`src/controlPkg.sv`:
```
package controlPkg;

	localparam int OpcodeWidth = 6;
	localparam int FunctWidth = 6;
	localparam int InstrLowWidth = 26;

	// Datapath select widths
	localparam int MuxAWidth = 2;
	localparam int MuxBWidth = 2;
	localparam int MuxAluWidth = 3;
	localparam int MuxPcWidth = 3;
	localparam int MuxZeroWidth = 2;
	localparam int MuxRegDestWidth = 2;
	localparam int MuxWriteDataWidth = 4;

	typedef enum logic [4:0] {
		Idle, Fetch, FetchWait, Decode,
		Arith1, Arith2, Arith3,
		ArithImm1, ArithImm2, ArithImm3,
		Branch1, Branch2,
		Load1, Load2, LoadWait, Load3, Load4,
		Store1, Store2, Store3,
		Jal, Jump, JumpReg, Break,
		Exc1, Exc2, Exc3,
		ResetSt
	} ctrlState;

	typedef enum logic [3:0] {
		ClsNop, ClsArith, ClsArithImm, ClsBeq, ClsBne, ClsLoad,
		ClsStore, ClsJump, ClsJal, ClsJumpReg, ClsBreak, ClsInvalid
	} instrClass;

	typedef enum logic [2:0] {
		AluNone = 3'd0,
		AluAdd = 3'd1,
		AluSub = 3'd2,
		AluAnd = 3'd3,
		AluUndef = 3'd7
	} aluOp;

	typedef enum logic {
		CauseOpcode,
		CauseOverflow
	} excCause;

	localparam logic [OpcodeWidth-1:0] OpRType = 6'h00;
	localparam logic [OpcodeWidth-1:0] OpJump = 6'h02;
	localparam logic [OpcodeWidth-1:0] OpJal = 6'h03;
	localparam logic [OpcodeWidth-1:0] OpBeq = 6'h04;
	localparam logic [OpcodeWidth-1:0] OpBne = 6'h05;
	localparam logic [OpcodeWidth-1:0] OpAddi = 6'h08;
	localparam logic [OpcodeWidth-1:0] OpAddiu = 6'h09;
	localparam logic [OpcodeWidth-1:0] OpLw = 6'h23;
	localparam logic [OpcodeWidth-1:0] OpSw = 6'h2b;

	localparam logic [FunctWidth-1:0] FnBreak = 6'h0d;
	localparam logic [FunctWidth-1:0] FnJr = 6'h08;
	localparam logic [FunctWidth-1:0] FnAdd = 6'h20;
	localparam logic [FunctWidth-1:0] FnSub = 6'h22;
	localparam logic [FunctWidth-1:0] FnAnd = 6'h24;

endpackage

```
`src/controlEncoder.sv`:
```
`timescale 1ns/1ps

module controlEncoder (
	input  controlPkg::ctrlState                          state,
	input  controlPkg::aluOp                              aluSel,
	input  controlPkg::excCause                           cause,
	input  logic [controlPkg::OpcodeWidth-1:0]            opcode,
	output logic [controlPkg::MuxAWidth-1:0]              muxA,
	output logic [controlPkg::MuxBWidth-1:0]              muxB,
	output logic [controlPkg::MuxAluWidth-1:0]            muxAlu,
	output logic [controlPkg::MuxPcWidth-1:0]             muxPc,
	output logic [controlPkg::MuxZeroWidth-1:0]           muxZero,
	output logic [controlPkg::MuxRegDestWidth-1:0]        muxRegDest,
	output logic [controlPkg::MuxWriteDataWidth-1:0]      muxWriteData,
	output controlPkg::aluOp                              aluControl,
	output logic                                          memWrite,
	output logic                                          loadRegAlu,
	output logic                                          loadRegA,
	output logic                                          loadRegB,
	output logic                                          loadRegMemData,
	output logic                                          loadRegEpc,
	output logic                                          irWrite,
	output logic                                          pcWrite,
	output logic                                          pcWriteCond,
	output logic                                          regWrite
);
	import controlPkg::*;

	logic [MuxPcWidth-1:0]   excVector;
	logic [MuxZeroWidth-1:0] zeroSel;

	assign excVector = (cause == CauseOverflow) ? 3'd3 : 3'd2; // Overflow or opcode handler
	assign zeroSel = (opcode == OpBne) ? 2'd1 : 2'd0; // BNE inverts the zero flag

	always_comb begin
		muxA = '0;
		muxB = '0;
		muxAlu = '0;
		muxPc = '0;
		muxZero = '0;
		muxRegDest = '0;
		muxWriteData = '0;
		aluControl = AluNone;
		memWrite = 1'b0;
		loadRegAlu = 1'b0;
		loadRegA = 1'b0;
		loadRegB = 1'b0;
		loadRegMemData = 1'b0;
		loadRegEpc = 1'b0;
		irWrite = 1'b0;
		pcWrite = 1'b0;
		pcWriteCond = 1'b0;
		regWrite = 1'b0;
		case (state)
			Fetch: begin
				muxB = 2'd1; // Constant 4
				aluControl = AluAdd;
			end
			FetchWait: irWrite = 1'b1;
			Decode: begin
				muxB = 2'd1;
				loadRegA = 1'b1;
				loadRegB = 1'b1;
				irWrite = 1'b1;
				pcWrite = 1'b1;
				aluControl = AluAdd;
			end
			Arith1, Arith2, Arith3: begin
				muxA = 2'd1;
				muxRegDest = 2'd1; // rd field
				loadRegAlu = 1'b1;
				loadRegA = (state != Arith2);
				loadRegB = (state != Arith2);
				regWrite = (state == Arith3);
				aluControl = aluSel;
			end
			ArithImm1, ArithImm2, ArithImm3: begin
				muxA = 2'd1;
				muxB = 2'd2; // Sign-extended immediate
				loadRegAlu = 1'b1;
				loadRegA = (state != ArithImm2);
				loadRegB = (state != ArithImm2);
				regWrite = (state == ArithImm3);
				aluControl = aluSel;
			end
			Branch1: begin
				muxB = 2'd3; // Shifted offset
				muxZero = zeroSel;
				loadRegAlu = 1'b1;
				loadRegA = 1'b1;
				loadRegB = 1'b1;
				aluControl = AluAdd;
			end
			Branch2: begin
				muxA = 2'd1;
				muxAlu = 3'd1;
				muxZero = zeroSel;
				loadRegA = 1'b1;
				loadRegB = 1'b1;
				pcWriteCond = 1'b1;
				aluControl = AluSub; // Compare rs and rt
			end
			Load1, Load2, LoadWait, Load3, Load4: begin
				muxA = 2'd1;
				muxB = 2'd2;
				muxPc = 3'd1; // Address from ALU out
				loadRegAlu = (state == Load1);
				loadRegA = (state == Load1 || state == Load2 || state == LoadWait);
				loadRegMemData = (state == Load3);
				muxWriteData = (state == Load3 || state == Load4) ? 4'd1 : 4'd0;
				regWrite = (state == Load4);
				aluControl = (state == Load1) ? AluAdd : AluNone;
			end
			Store1, Store2, Store3: begin
				muxA = 2'd1;
				muxB = 2'd2;
				muxPc = 3'd1;
				loadRegAlu = (state == Store1);
				loadRegA = 1'b1;
				loadRegB = (state == Store1);
				memWrite = (state == Store3);
				aluControl = AluAdd;
			end
			Jal: begin
				muxAlu = 3'd2;
				muxRegDest = 2'd2; // Return address register
				muxWriteData = 4'd5;
				regWrite = 1'b1;
			end
			Jump: begin
				muxAlu = 3'd2;
				pcWrite = 1'b1;
			end
			JumpReg: begin
				muxAlu = 3'd3;
				pcWrite = 1'b1;
			end
			Exc1, Exc2, Exc3: begin
				muxB = 2'd1;
				muxAlu = 3'd5;
				muxPc = excVector;
				loadRegEpc = (state == Exc1); // Saves PC minus 4
				pcWrite = (state != Exc1);
				aluControl = (state == Exc1) ? AluSub : AluNone;
			end
			ResetSt: begin
				muxRegDest = 2'd3;
				muxWriteData = 4'd11; // Zero source clears the register file
				regWrite = 1'b1;
			end
			default: ; // Idle and Break drive nothing
		endcase
	end

	always_comb begin
		assert (!(memWrite && regWrite))
			else $error("memory and register writes together in %s", state.name());
	end

endmodule

```
`src/controlUnit.sv`:
```
`timescale 1ns/1ps

module controlUnit (
	input  logic                                     Clk,
	input  logic                                     Reset,
	input  logic [controlPkg::OpcodeWidth-1:0]       opcode,
	input  logic [controlPkg::FunctWidth-1:0]        funct,
	input  logic [controlPkg::InstrLowWidth-1:0]     instrLow,
	input  logic                                     overflow,
	output logic [controlPkg::MuxAWidth-1:0]         muxA,
	output logic [controlPkg::MuxBWidth-1:0]         muxB,
	output logic [controlPkg::MuxAluWidth-1:0]       muxAlu,
	output logic [controlPkg::MuxPcWidth-1:0]        muxPc,
	output logic [controlPkg::MuxZeroWidth-1:0]      muxZero,
	output logic [controlPkg::MuxRegDestWidth-1:0]   muxRegDest,
	output logic [controlPkg::MuxWriteDataWidth-1:0] muxWriteData,
	output controlPkg::aluOp                         aluControl,
	output logic                                     memWrite,
	output logic                                     loadRegAlu,
	output logic                                     loadRegA,
	output logic                                     loadRegB,
	output logic                                     loadRegMemData,
	output logic                                     loadRegEpc,
	output logic                                     irWrite,
	output logic                                     pcWrite,
	output logic                                     pcWriteCond,
	output logic                                     regWrite,
	output controlPkg::ctrlState                     state
);
	import controlPkg::*;

	instrClass cls;
	aluOp      aluSel;
	logic      trapOverflow;
	excCause   cause;

	instrDecoder instrDecoder_i (
		.opcode       (opcode),
		.funct        (funct),
		.instrLow     (instrLow),
		.cls          (cls),
		.aluSel       (aluSel),
		.trapOverflow (trapOverflow)
	);

	stateSequencer stateSequencer_i (
		.Clk          (Clk),
		.Reset        (Reset),
		.cls          (cls),
		.trapOverflow (trapOverflow),
		.overflow     (overflow),
		.state        (state),
		.cause        (cause)
	);

	controlEncoder controlEncoder_i (
		.state          (state),
		.aluSel         (aluSel),
		.cause          (cause),
		.opcode         (opcode),
		.muxA           (muxA),
		.muxB           (muxB),
		.muxAlu         (muxAlu),
		.muxPc          (muxPc),
		.muxZero        (muxZero),
		.muxRegDest     (muxRegDest),
		.muxWriteData   (muxWriteData),
		.aluControl     (aluControl),
		.memWrite       (memWrite),
		.loadRegAlu     (loadRegAlu),
		.loadRegA       (loadRegA),
		.loadRegB       (loadRegB),
		.loadRegMemData (loadRegMemData),
		.loadRegEpc     (loadRegEpc),
		.irWrite        (irWrite),
		.pcWrite        (pcWrite),
		.pcWriteCond    (pcWriteCond),
		.regWrite       (regWrite)
	);

endmodule

```
`src/instrDecoder.sv`:
```
`timescale 1ns/1ps

module instrDecoder (
	input  logic [controlPkg::OpcodeWidth-1:0]   opcode,
	input  logic [controlPkg::FunctWidth-1:0]    funct,
	input  logic [controlPkg::InstrLowWidth-1:0] instrLow,
	output controlPkg::instrClass                cls,
	output controlPkg::aluOp                     aluSel,
	output logic                                 trapOverflow
);
	import controlPkg::*;

	assign trapOverflow = (opcode != OpAddiu); // ADDIU never traps

	always_comb begin
		cls = ClsInvalid;
		aluSel = AluUndef;
		case (opcode)
			OpRType: begin
				case (funct)
					FnAdd: begin
						cls = ClsArith;
						aluSel = AluAdd;
					end
					FnSub: begin
						cls = ClsArith;
						aluSel = AluSub;
					end
					FnAnd: begin
						cls = ClsArith;
						aluSel = AluAnd;
					end
					FnJr: begin
						cls = ClsJumpReg;
						aluSel = AluNone;
					end
					FnBreak: begin
						cls = ClsBreak;
						aluSel = AluNone;
					end
					'0: begin
						if (instrLow == '0) begin // All-zero word is NOP, else SLL
							cls = ClsNop;
							aluSel = AluNone;
						end
					end
					default: ; // Shifts, MULT and DIV land here
				endcase
			end
			OpJump, OpJal: begin
				cls = (opcode == OpJal) ? ClsJal : ClsJump;
				aluSel = AluNone;
			end
			OpBeq, OpBne: begin
				cls = (opcode == OpBne) ? ClsBne : ClsBeq;
				aluSel = AluAdd; // Branch target
			end
			OpAddi, OpAddiu: begin
				cls = ClsArithImm;
				aluSel = AluAdd;
			end
			OpLw, OpSw: begin
				cls = (opcode == OpSw) ? ClsStore : ClsLoad;
				aluSel = AluAdd; // Effective address
			end
			default: ;
		endcase
	end

endmodule

```
`src/stateSequencer.sv`:
```
`timescale 1ns/1ps

module stateSequencer (
	input  logic                  Clk,
	input  logic                  Reset,
	input  controlPkg::instrClass cls,
	input  logic                  trapOverflow,
	input  logic                  overflow,
	output controlPkg::ctrlState  state,
	output controlPkg::excCause   cause
);
	import controlPkg::*;

	ctrlState nextState;
	logic     trapNow;

	// Overflow only counts in the ALU result cycle
	assign trapNow = overflow && trapOverflow && (state == Arith2 || state == ArithImm2);

	always_ff @(posedge Clk or posedge Reset) begin
		if (Reset) begin
			state <= ResetSt;
			cause <= CauseOpcode;
		end else begin
			state <= nextState;
			if (trapNow)
				cause <= CauseOverflow;
			else if (state == Decode && cls == ClsInvalid)
				cause <= CauseOpcode;
		end
	end

	always_comb begin
		nextState = Idle;
		case (state)
			Idle:      nextState = Fetch;
			Fetch:     nextState = FetchWait;
			FetchWait: nextState = Decode;
			Decode: begin
				case (cls)
					ClsNop:      nextState = Idle;
					ClsArith:    nextState = Arith1;
					ClsArithImm: nextState = ArithImm1;
					ClsBeq:      nextState = Branch1;
					ClsBne:      nextState = Branch1;
					ClsLoad:     nextState = Load1;
					ClsStore:    nextState = Store1;
					ClsJump:     nextState = Jump;
					ClsJal:      nextState = Jal;
					ClsJumpReg:  nextState = JumpReg;
					ClsBreak:    nextState = Break;
					default:     nextState = Exc1; // Unknown opcode or funct
				endcase
			end
			Arith1:    nextState = Arith2;
			Arith2:    nextState = trapNow ? Exc1 : Arith3;
			Arith3:    nextState = Idle;
			ArithImm1: nextState = ArithImm2;
			ArithImm2: nextState = trapNow ? Exc1 : ArithImm3;
			ArithImm3: nextState = Idle;
			Branch1:   nextState = Branch2;
			Branch2:   nextState = Idle;
			Load1:     nextState = Load2;
			Load2:     nextState = LoadWait;
			LoadWait:  nextState = Load3; // Memory read latency
			Load3:     nextState = Load4;
			Load4:     nextState = Idle;
			Store1:    nextState = Store2;
			Store2:    nextState = Store3;
			Store3:    nextState = Idle;
			Jal:       nextState = Jump; // Link first, then jump
			Jump:      nextState = Idle;
			JumpReg:   nextState = Idle;
			Break:     nextState = Break; // Only Reset leaves
			Exc1:      nextState = Exc2;
			Exc2:      nextState = Exc3;
			Exc3:      nextState = Idle;
			ResetSt:   nextState = Idle;
			default:   nextState = Idle;
		endcase
	end

	// Enum is dense with ResetSt as its last member
	assert property (@(posedge Clk) disable iff (Reset)
		!$isunknown(state) && state <= ResetSt)
		else $error("state register holds illegal value %0d", state);

	assert property (@(posedge Clk) disable iff (Reset)
		state == Break |=> state == Break)
		else $error("left Break without a reset");

endmodule

```
`config.mk`:
```
export PLATFORM = sky130hd
export DESIGN_NAME = controlUnit
export DESIGN_NICKNAME = d
export VERILOG_FILES = /design/src/controlPkg.sv /design/src/controlEncoder.sv /design/src/controlUnit.sv /design/src/instrDecoder.sv /design/src/stateSequencer.sv
export SDC_FILE = /design/constraint.sdc
export NUM_CORES = 1
export LEC_CHECK = 0
export ABC_CLOCK_PERIOD_IN_PS = 2500
export BUFFER_PORTS_ARGS = -buffer_cell sky130_fd_sc_hd__buf_2
export CAP_MARGIN = 20
export CORE_MARGIN = 2
export CORE_UTILIZATION = 48
export CTS_BUF_LIST = sky130_fd_sc_hd__clkbuf_8
export DETAILED_ROUTE_END_ITERATION = 12
export GPL_ROUTABILITY_DRIVEN = 1
export PLACE_DENSITY_LB_ADDON = 0.12
export SYNTH_ARGS = -nofsm -noshare
export SYNTH_HDL_FRONTEND = slang
export SYNTH_SLANG_ARGS = --single-unit
```
`constraint.sdc`:
```
create_clock -name Clk -period 2.5 [get_ports Clk]
set_input_delay 0.5 -clock Clk [delete_from_list [all_inputs] [get_ports Clk]]
set_output_delay 0.5 -clock Clk [all_outputs]
set_load 0.005 [all_outputs]
```
**Yosys cells after proc, flatten, opt, wreduce, memory -nomap -nowiden**

Memories as Yosys holds them, arrays and structs flattened.
Index checks and enable logic that the tools add are counted.

- Equality and inequality tests: 45
- Mux-type cells: 37
- Reduce and logical (&&, ||, !) cells: 38

Operator list:

| operator | count |
|---|---|
| 5-bit one-hot mux with 19 select lines | 1 |
| 5-bit == test, second input constant | 12 |
| 5-bit by 4-bit == test with 1-bit output, second input constant | 8 |
| 6-bit == test, second input constant | 5 |
| 3-bit one-hot mux with 5 select lines | 2 |
| 26-bit zero test | 1 |
| 6-bit by 4-bit == test with 1-bit output, second input constant | 4 |
| 6-bit OR reduction | 4 |
| 3-bit OR reduction | 7 |
| 5-bit by 3-bit == test with 1-bit output, second input constant | 4 |
| 4-bit one-hot mux with 5 select lines | 1 |
| 2-bit OR reduction | 9 |
| 4-bit one-hot mux with 4 select lines | 1 |
| 15-bit OR reduction | 1 |
| 6-bit by 2-bit == test with 1-bit output, second input constant | 2 |
| 6-bit by 3-bit == test with 1-bit output, second input constant | 2 |
| 6-bit zero test | 2 |
| 1-bit two-way mux | 12 |
| 1-bit one-hot mux with 4 select lines | 3 |
| 2-bit one-hot mux with 3 select lines | 2 |
| 3-bit one-hot mux with 4 select lines | 1 |
| 4-bit one-hot mux with 3 select lines | 1 |
| 11-bit OR reduction | 1 |
| 5-bit by 2-bit == test with 1-bit output, second input constant | 2 |
| other kinds (21) | 32 |

- Flip-flop bits (word level): 6
- Bits in read-only memories: 80
- Bits of input ports: 41
- Output and inout port bits: 36
- Word-level logic and storage cells: 123
- Memories: 1

Memories:

| memory | depth | width | rd ports | clocked after Yosys merged registers in | wr ports | RTL line | source |
|---|---|---|---|---|---|---|---|
| (no name shown) | 16 | 5 | 1 | 0 | 0 | stateSequencer.sv:40 | `case (cls)` |

**Logic depth before layout (Yosys ltp)**

- Depth after elaboration: 8
- Gate-level depth with buffers: 11
- Mapped depth without buffers: 11

**Cells and area by module**

A second synthesis with hierarchy kept.

- Cells, all modules: 253
- Area total of the unflattened synthesis: 1704.1 um^2

By module, submodules not included:

| module | times used | cells each | area each (um^2) | sequential area each (um^2) |
|---|---|---|---|---|
| stateSequencer | 1 | 81 | 651.9 | 155.1 |
| controlEncoder | 1 | 101 | 626.9 | 0.0 |
| instrDecoder | 1 | 71 | 425.4 | 0.0 |

**Worst setup path before layout**

OpenSTA, ideal clock, no wires.

- Path type: input to register
- Start point: in funct[4] (netlist bit)
- End point: reg stateSequencer_i.state[2]
- Library setup time: 0.122 ns
- Arrival time: 2.455 ns
- Data required time: 2.378 ns
- Setup slack: -0.077 ns
- Stages on the path: 8
- Buffers on the path: 0
- Path through: or3_1 nor3_4 nor2_1 a221oi_1 ha_1 nor2_1 a311o_1 a32o_1

- Longest elaborated chain between the ends: 6
- Elaborated cells on any way between the ends: 11
- Those cells by class: 5 x eq/ne; 3 x mux; 2 x reduce/logical; 1 x memory

RTL lines:

| element | RTL line | source |
|---|---|---|
| from (decl) | controlUnit.sv:7 | `input logic [controlPkg::FunctWidth-1:0] funct,` |
| 6-bit == test | instrDecoder.sv:20 | `case (funct)` |
| 3-bit OR reduction (no source line) | -- |  |
| 4-bit one-hot mux with 4 select lines (*) | instrDecoder.sv:20 |  |
| 4-bit one-hot mux with 5 select lines (*) | instrDecoder.sv:18 | `case (opcode)` |
| memory 16 x 5 bit (*) | -- |  |
| 5-bit one-hot mux with 19 select lines (*) | stateSequencer.sv:35 | `case (state)` |
| via stateSequencer_i.nextState[2] | stateSequencer.sv:14 | `ctrlState nextState;` |
| to (signal assigned) | stateSequencer.sv:22 | `state <= ResetSt;` |
| to (signal assigned) | stateSequencer.sv:25 | `state <= nextState;` |
| to (decl) | stateSequencer.sv:9 | `output controlPkg::ctrlState state,` |

The timed path passes the listed nets; every way through them passes the cells marked *.
A chain may end at the register's enable or synchronous reset.

**Worst setup path in the final report**

- Start point: in funct[1] (netlist bit)
- End point: out aluControl[1]

- Longest elaborated chain between the ends: 5
- Elaborated cells on any way between the ends: 10
- Those cells by class: 5 x eq/ne; 3 x mux; 2 x reduce/logical

RTL lines:

| element | RTL line | source |
|---|---|---|
| 6-bit by 4-bit == test with 1-bit output | instrDecoder.sv:20 |  |
| 2-bit OR reduction (no source line) | -- |  |
| 3-bit one-hot mux with 5 select lines (*) | instrDecoder.sv:20 |  |
| 3-bit one-hot mux with 3 select lines (*) | instrDecoder.sv:18 |  |
| 3-bit one-hot mux with 5 select lines (*) | controlEncoder.sv:54 | `case (state)` |
| to (decl) | controlUnit.sv:17 | `output controlPkg::aluOp aluControl,` |

Every way passes the cells marked *; elsewhere a longest branch is shown, timed or not.

==> impl_metrics.env <==
export IMPL_hold_ws_ns=0.162
export IMPL_leading_cell_types_by_total_area_after_synthesis="o21ai_0 7.7%, dfstp_2 6.7%, nor2_1 6.3%"
export IMPL_final_setup_worst_slack_ns=-0.117
export IMPL_viasPerCell=5.78
export IMPL_failing_checks="setup timing"
export IMPL_postSynthCellCount=240
export IMPL_synthMostInstantiatedCell="nor2_1"
export IMPL_fin_nets=378
export IMPL_post_route_period_util=1.05
export IMPL_worst_skew_pair_late_latency_ns=0.24
export IMPL_dp_hpwl_um=3730
export IMPL_fp_coreArea_mm2=0.00308
export IMPL_synthDistinctLibCells=59
export IMPL_tritoncts="yes"
export IMPL_buffer_ports_inserted=73
export IMPL_result_of_the_run="finished with violations"
export IMPL_synth_seq_area_share=0.0995
export IMPL_first_iter_violations=310
export IMPL_grt_start_max_net_pins=24
export IMPL_synth_top_area_share=0.0770
export IMPL_dieArea_mm2=0.00372
export IMPL_synth_top_cells_by_count="26 x nor2_1, 24 x o21ai_0, 20 x nand2_1"
export IMPL_area_growth_synth_to_final_pct=51.8
export IMPL_cts_inserted_buffers=3
export IMPL_drt_first_pass_iters=4
export IMPL_die_x_um=61.0
export IMPL_critPathArrivalTime_ns=2.12
export IMPL_clock_fmax_mhz=382
export IMPL_globalRouteTotalUtil=0.281
export IMPL_cts_reportedPaths_clkPinSlew_ns=0.04
export IMPL_layout_drive_gt1_share=0.428
export IMPL_initial_utilization=0.507
export IMPL_timing_final_setup_violations=3
export IMPL_drt_antenna_net_count=0
export IMPL_power_leakage_nw=1.12
export IMPL_cts_root_buffer_cell="clkbuf_8"
export IMPL_syn_area_mm2=0.00156
export IMPL_worst_setup_sp_type="input pin"
export IMPL_top_level_ports=77
export IMPL_postSynthRegisterBits=6
export IMPL_grt_antenna_before_repair=0
export IMPL_antenna_cells=0
export IMPL_fillerInstances=255
export IMPL_drc_errors=0
export IMPL_route_vias_total=2173
export IMPL_finalWirelength_um=5480
export IMPL_hold_violations=0
export IMPL_timing_critical_path_required_ns=2.00
export IMPL_cp_slowest_stage_delay_ns=0.28
export IMPL_worst_path_max_delay_cell="o211ai_1"
export IMPL_synth_enable_flop_cells=0
export IMPL_maxCapViolCount=0
export IMPL_grt_remaining_overflow=0
export IMPL_timing_clock_skew_ns=0.0120
export IMPL_type_of_the_tightest_min_delay_check="in2async"
export IMPL_ys_warnings_count=0
export IMPL_grt_pass1_wl_um=8070
export IMPL_syn_avg_cell_area_um2=6.50
export IMPL_path_cells="buf_2 > nor3_4 > buf_6 > a22oi_2 > nor3_2 > buf_4 > nor3_4 > o211ai_1 > o221ai_1 > buf_2"
export IMPL_clock_tree_htree_level_count=1
export IMPL_detail_route_wl_per_cell_um=14.6
export IMPL_first_global_vias=1884
export IMPL_power_density_cell_area_mw_per_mm2=746
export IMPL_ff2ff_setup_slack_ns=0.67
export IMPL_row_count=20
export IMPL_yosys_area_top_type="o21ai_0"
export IMPL_worst_setup_path_end_kind="output port"
export IMPL_post_route_min_period_ns=2.62
export IMPL_setup_worst_path_class="in2out"
export IMPL_synth_async_sr_flop_share=1.00
export IMPL_floorplan_die_height_um=61.0
export IMPL_power_ir_vdd_worst_mv=0.342
export IMPL_clock_tree_buffer_depth=2
export IMPL_final_max_slew_viol_count=0
export IMPL_gp_congestion=0.911
export IMPL_cp_max_fo=3
export IMPL_postSynth_topFlopCell="dfstp_2"
export IMPL_post_cts_hold_buffer_count=0
export IMPL_clock_sinks=6
export IMPL_design_power_total_mw=1.77
export IMPL_setup_repair_after_global_routing_missed_its_margin="yes"
==> area by class of cell <==
class	instances	area [um^2]	share of cell area
Clock buffer	3	41.3	0.0174
Inverter	12	45.0	0.0190
Tap cell	44	55.1	0.0233
Clock inverter	1	3.75	0.00159
Timing Repair Buffer	110	713	0.301
Sequential cell	6	159	0.0671
Multi-Input combinational cell	200	1350	0.570
==> cells by family (layout without fill, tap and decap cells) <==
kind of cell / after synthesis / after routing / synth area share
flops: 6 / 6 / 0.0995
xor+xnor: 6 / 6 / 0.0337
compound gates: 79 / 79 / 0.345
simple gates: 106 / 106 / 0.366
mux: 2 / 2 / 0.0128
other cells: 1 / 3 / 0.00241
buf+inv: 36 / 126 / 0.108
fa+ha+maj: 4 / 4 / 0.0321
==> state kept, by name, summed over array words and instances, names as in the netlist <==
| register | cells |
|---|---|
| stateSequencer_i.state | 5 |
| stateSequencer_i.cause | 1 |
==> power by group <==
group,switching [mW],total (mW),internal (mW)
sequential,0.114,0.286,0.172
combinational,0.735,1.32,0.587
clock,0.0511,0.157,0.106
total,0.900,1.77,0.865
==> per-layer routing <==
metal / GRT usage / vias up / part of all wire
met5: 0 / - / 0
met4: 0.0901 / 0 / 0.025
met3: 0.0362 / 18 / 0.069
met2: 0.493 / 120 / 0.52
met1: 0.355 / 965 / 0.38
li1: - / 1070 / -
==> through the flow <==
step | setup TNS, ns | util | std cells | setup slack [ns] | instance area, um^2
floorplan | 0 | - | 242 | 0.00518 | 1580
global placement | -0.279 | 0.683 | 365 | -0.110 | 2100
detailed placement | -0.398 | 0.683 | 365 | -0.137 | 2100
CTS | -0.000283 | 0.728 | 371 | -0.000283 | 2240
global route | -0.609 | 0.769 | 376 | -0.213 | 2370
finish | -0.271 | 0.769 | 376 | -0.117 | 2370
==> worst max-delay path, delay by kind of cell <==
family / cells / cell delay [ns]
buf+inv: 4 / 0.60
compound gates: 3 / 0.54
simple gates: 3 / 0.47
==> what timing repair did <==
action / CTS / global route
buffers inserted: 2 / 5
resized for setup: 13 / 18
setup endpoints to repair: 3 / 8
pin swaps: 9 / 11
cloned: 0 / 0
==> cell usage in the layout (no fill, tap or decap), types with 4 or more instances in the layout <==
cell type,instances
o22ai_1,6
nand3_1,7
buf_4,34
nand2b_1,4
a21oi_1,17
ha_1,4
o21ai_0,23
nand2_1,20
buf_2,63
nor2_1,26
nor3_1,13
inv_1,11
buf_6,12
==> path summary, 6_finish.rpt <==
check | endpoint | depth (start not counted) | from
hold / removal | stateSequencer_i.cause | 2 | Reset
max in group asynchronous | stateSequencer_i.state[4] | 2 | Reset
setup / recovery | aluControl[1] | 10 | funct[1]
hold reg to reg | stateSequencer_i.cause | 1 | stateSequencer_i.cause
setup reg to reg | stateSequencer_i.cause | 5 | stateSequencer_i.state[0]
min in group Clk | stateSequencer_i.cause | 1 | stateSequencer_i.cause
Power figures use the tool's default switching activity.
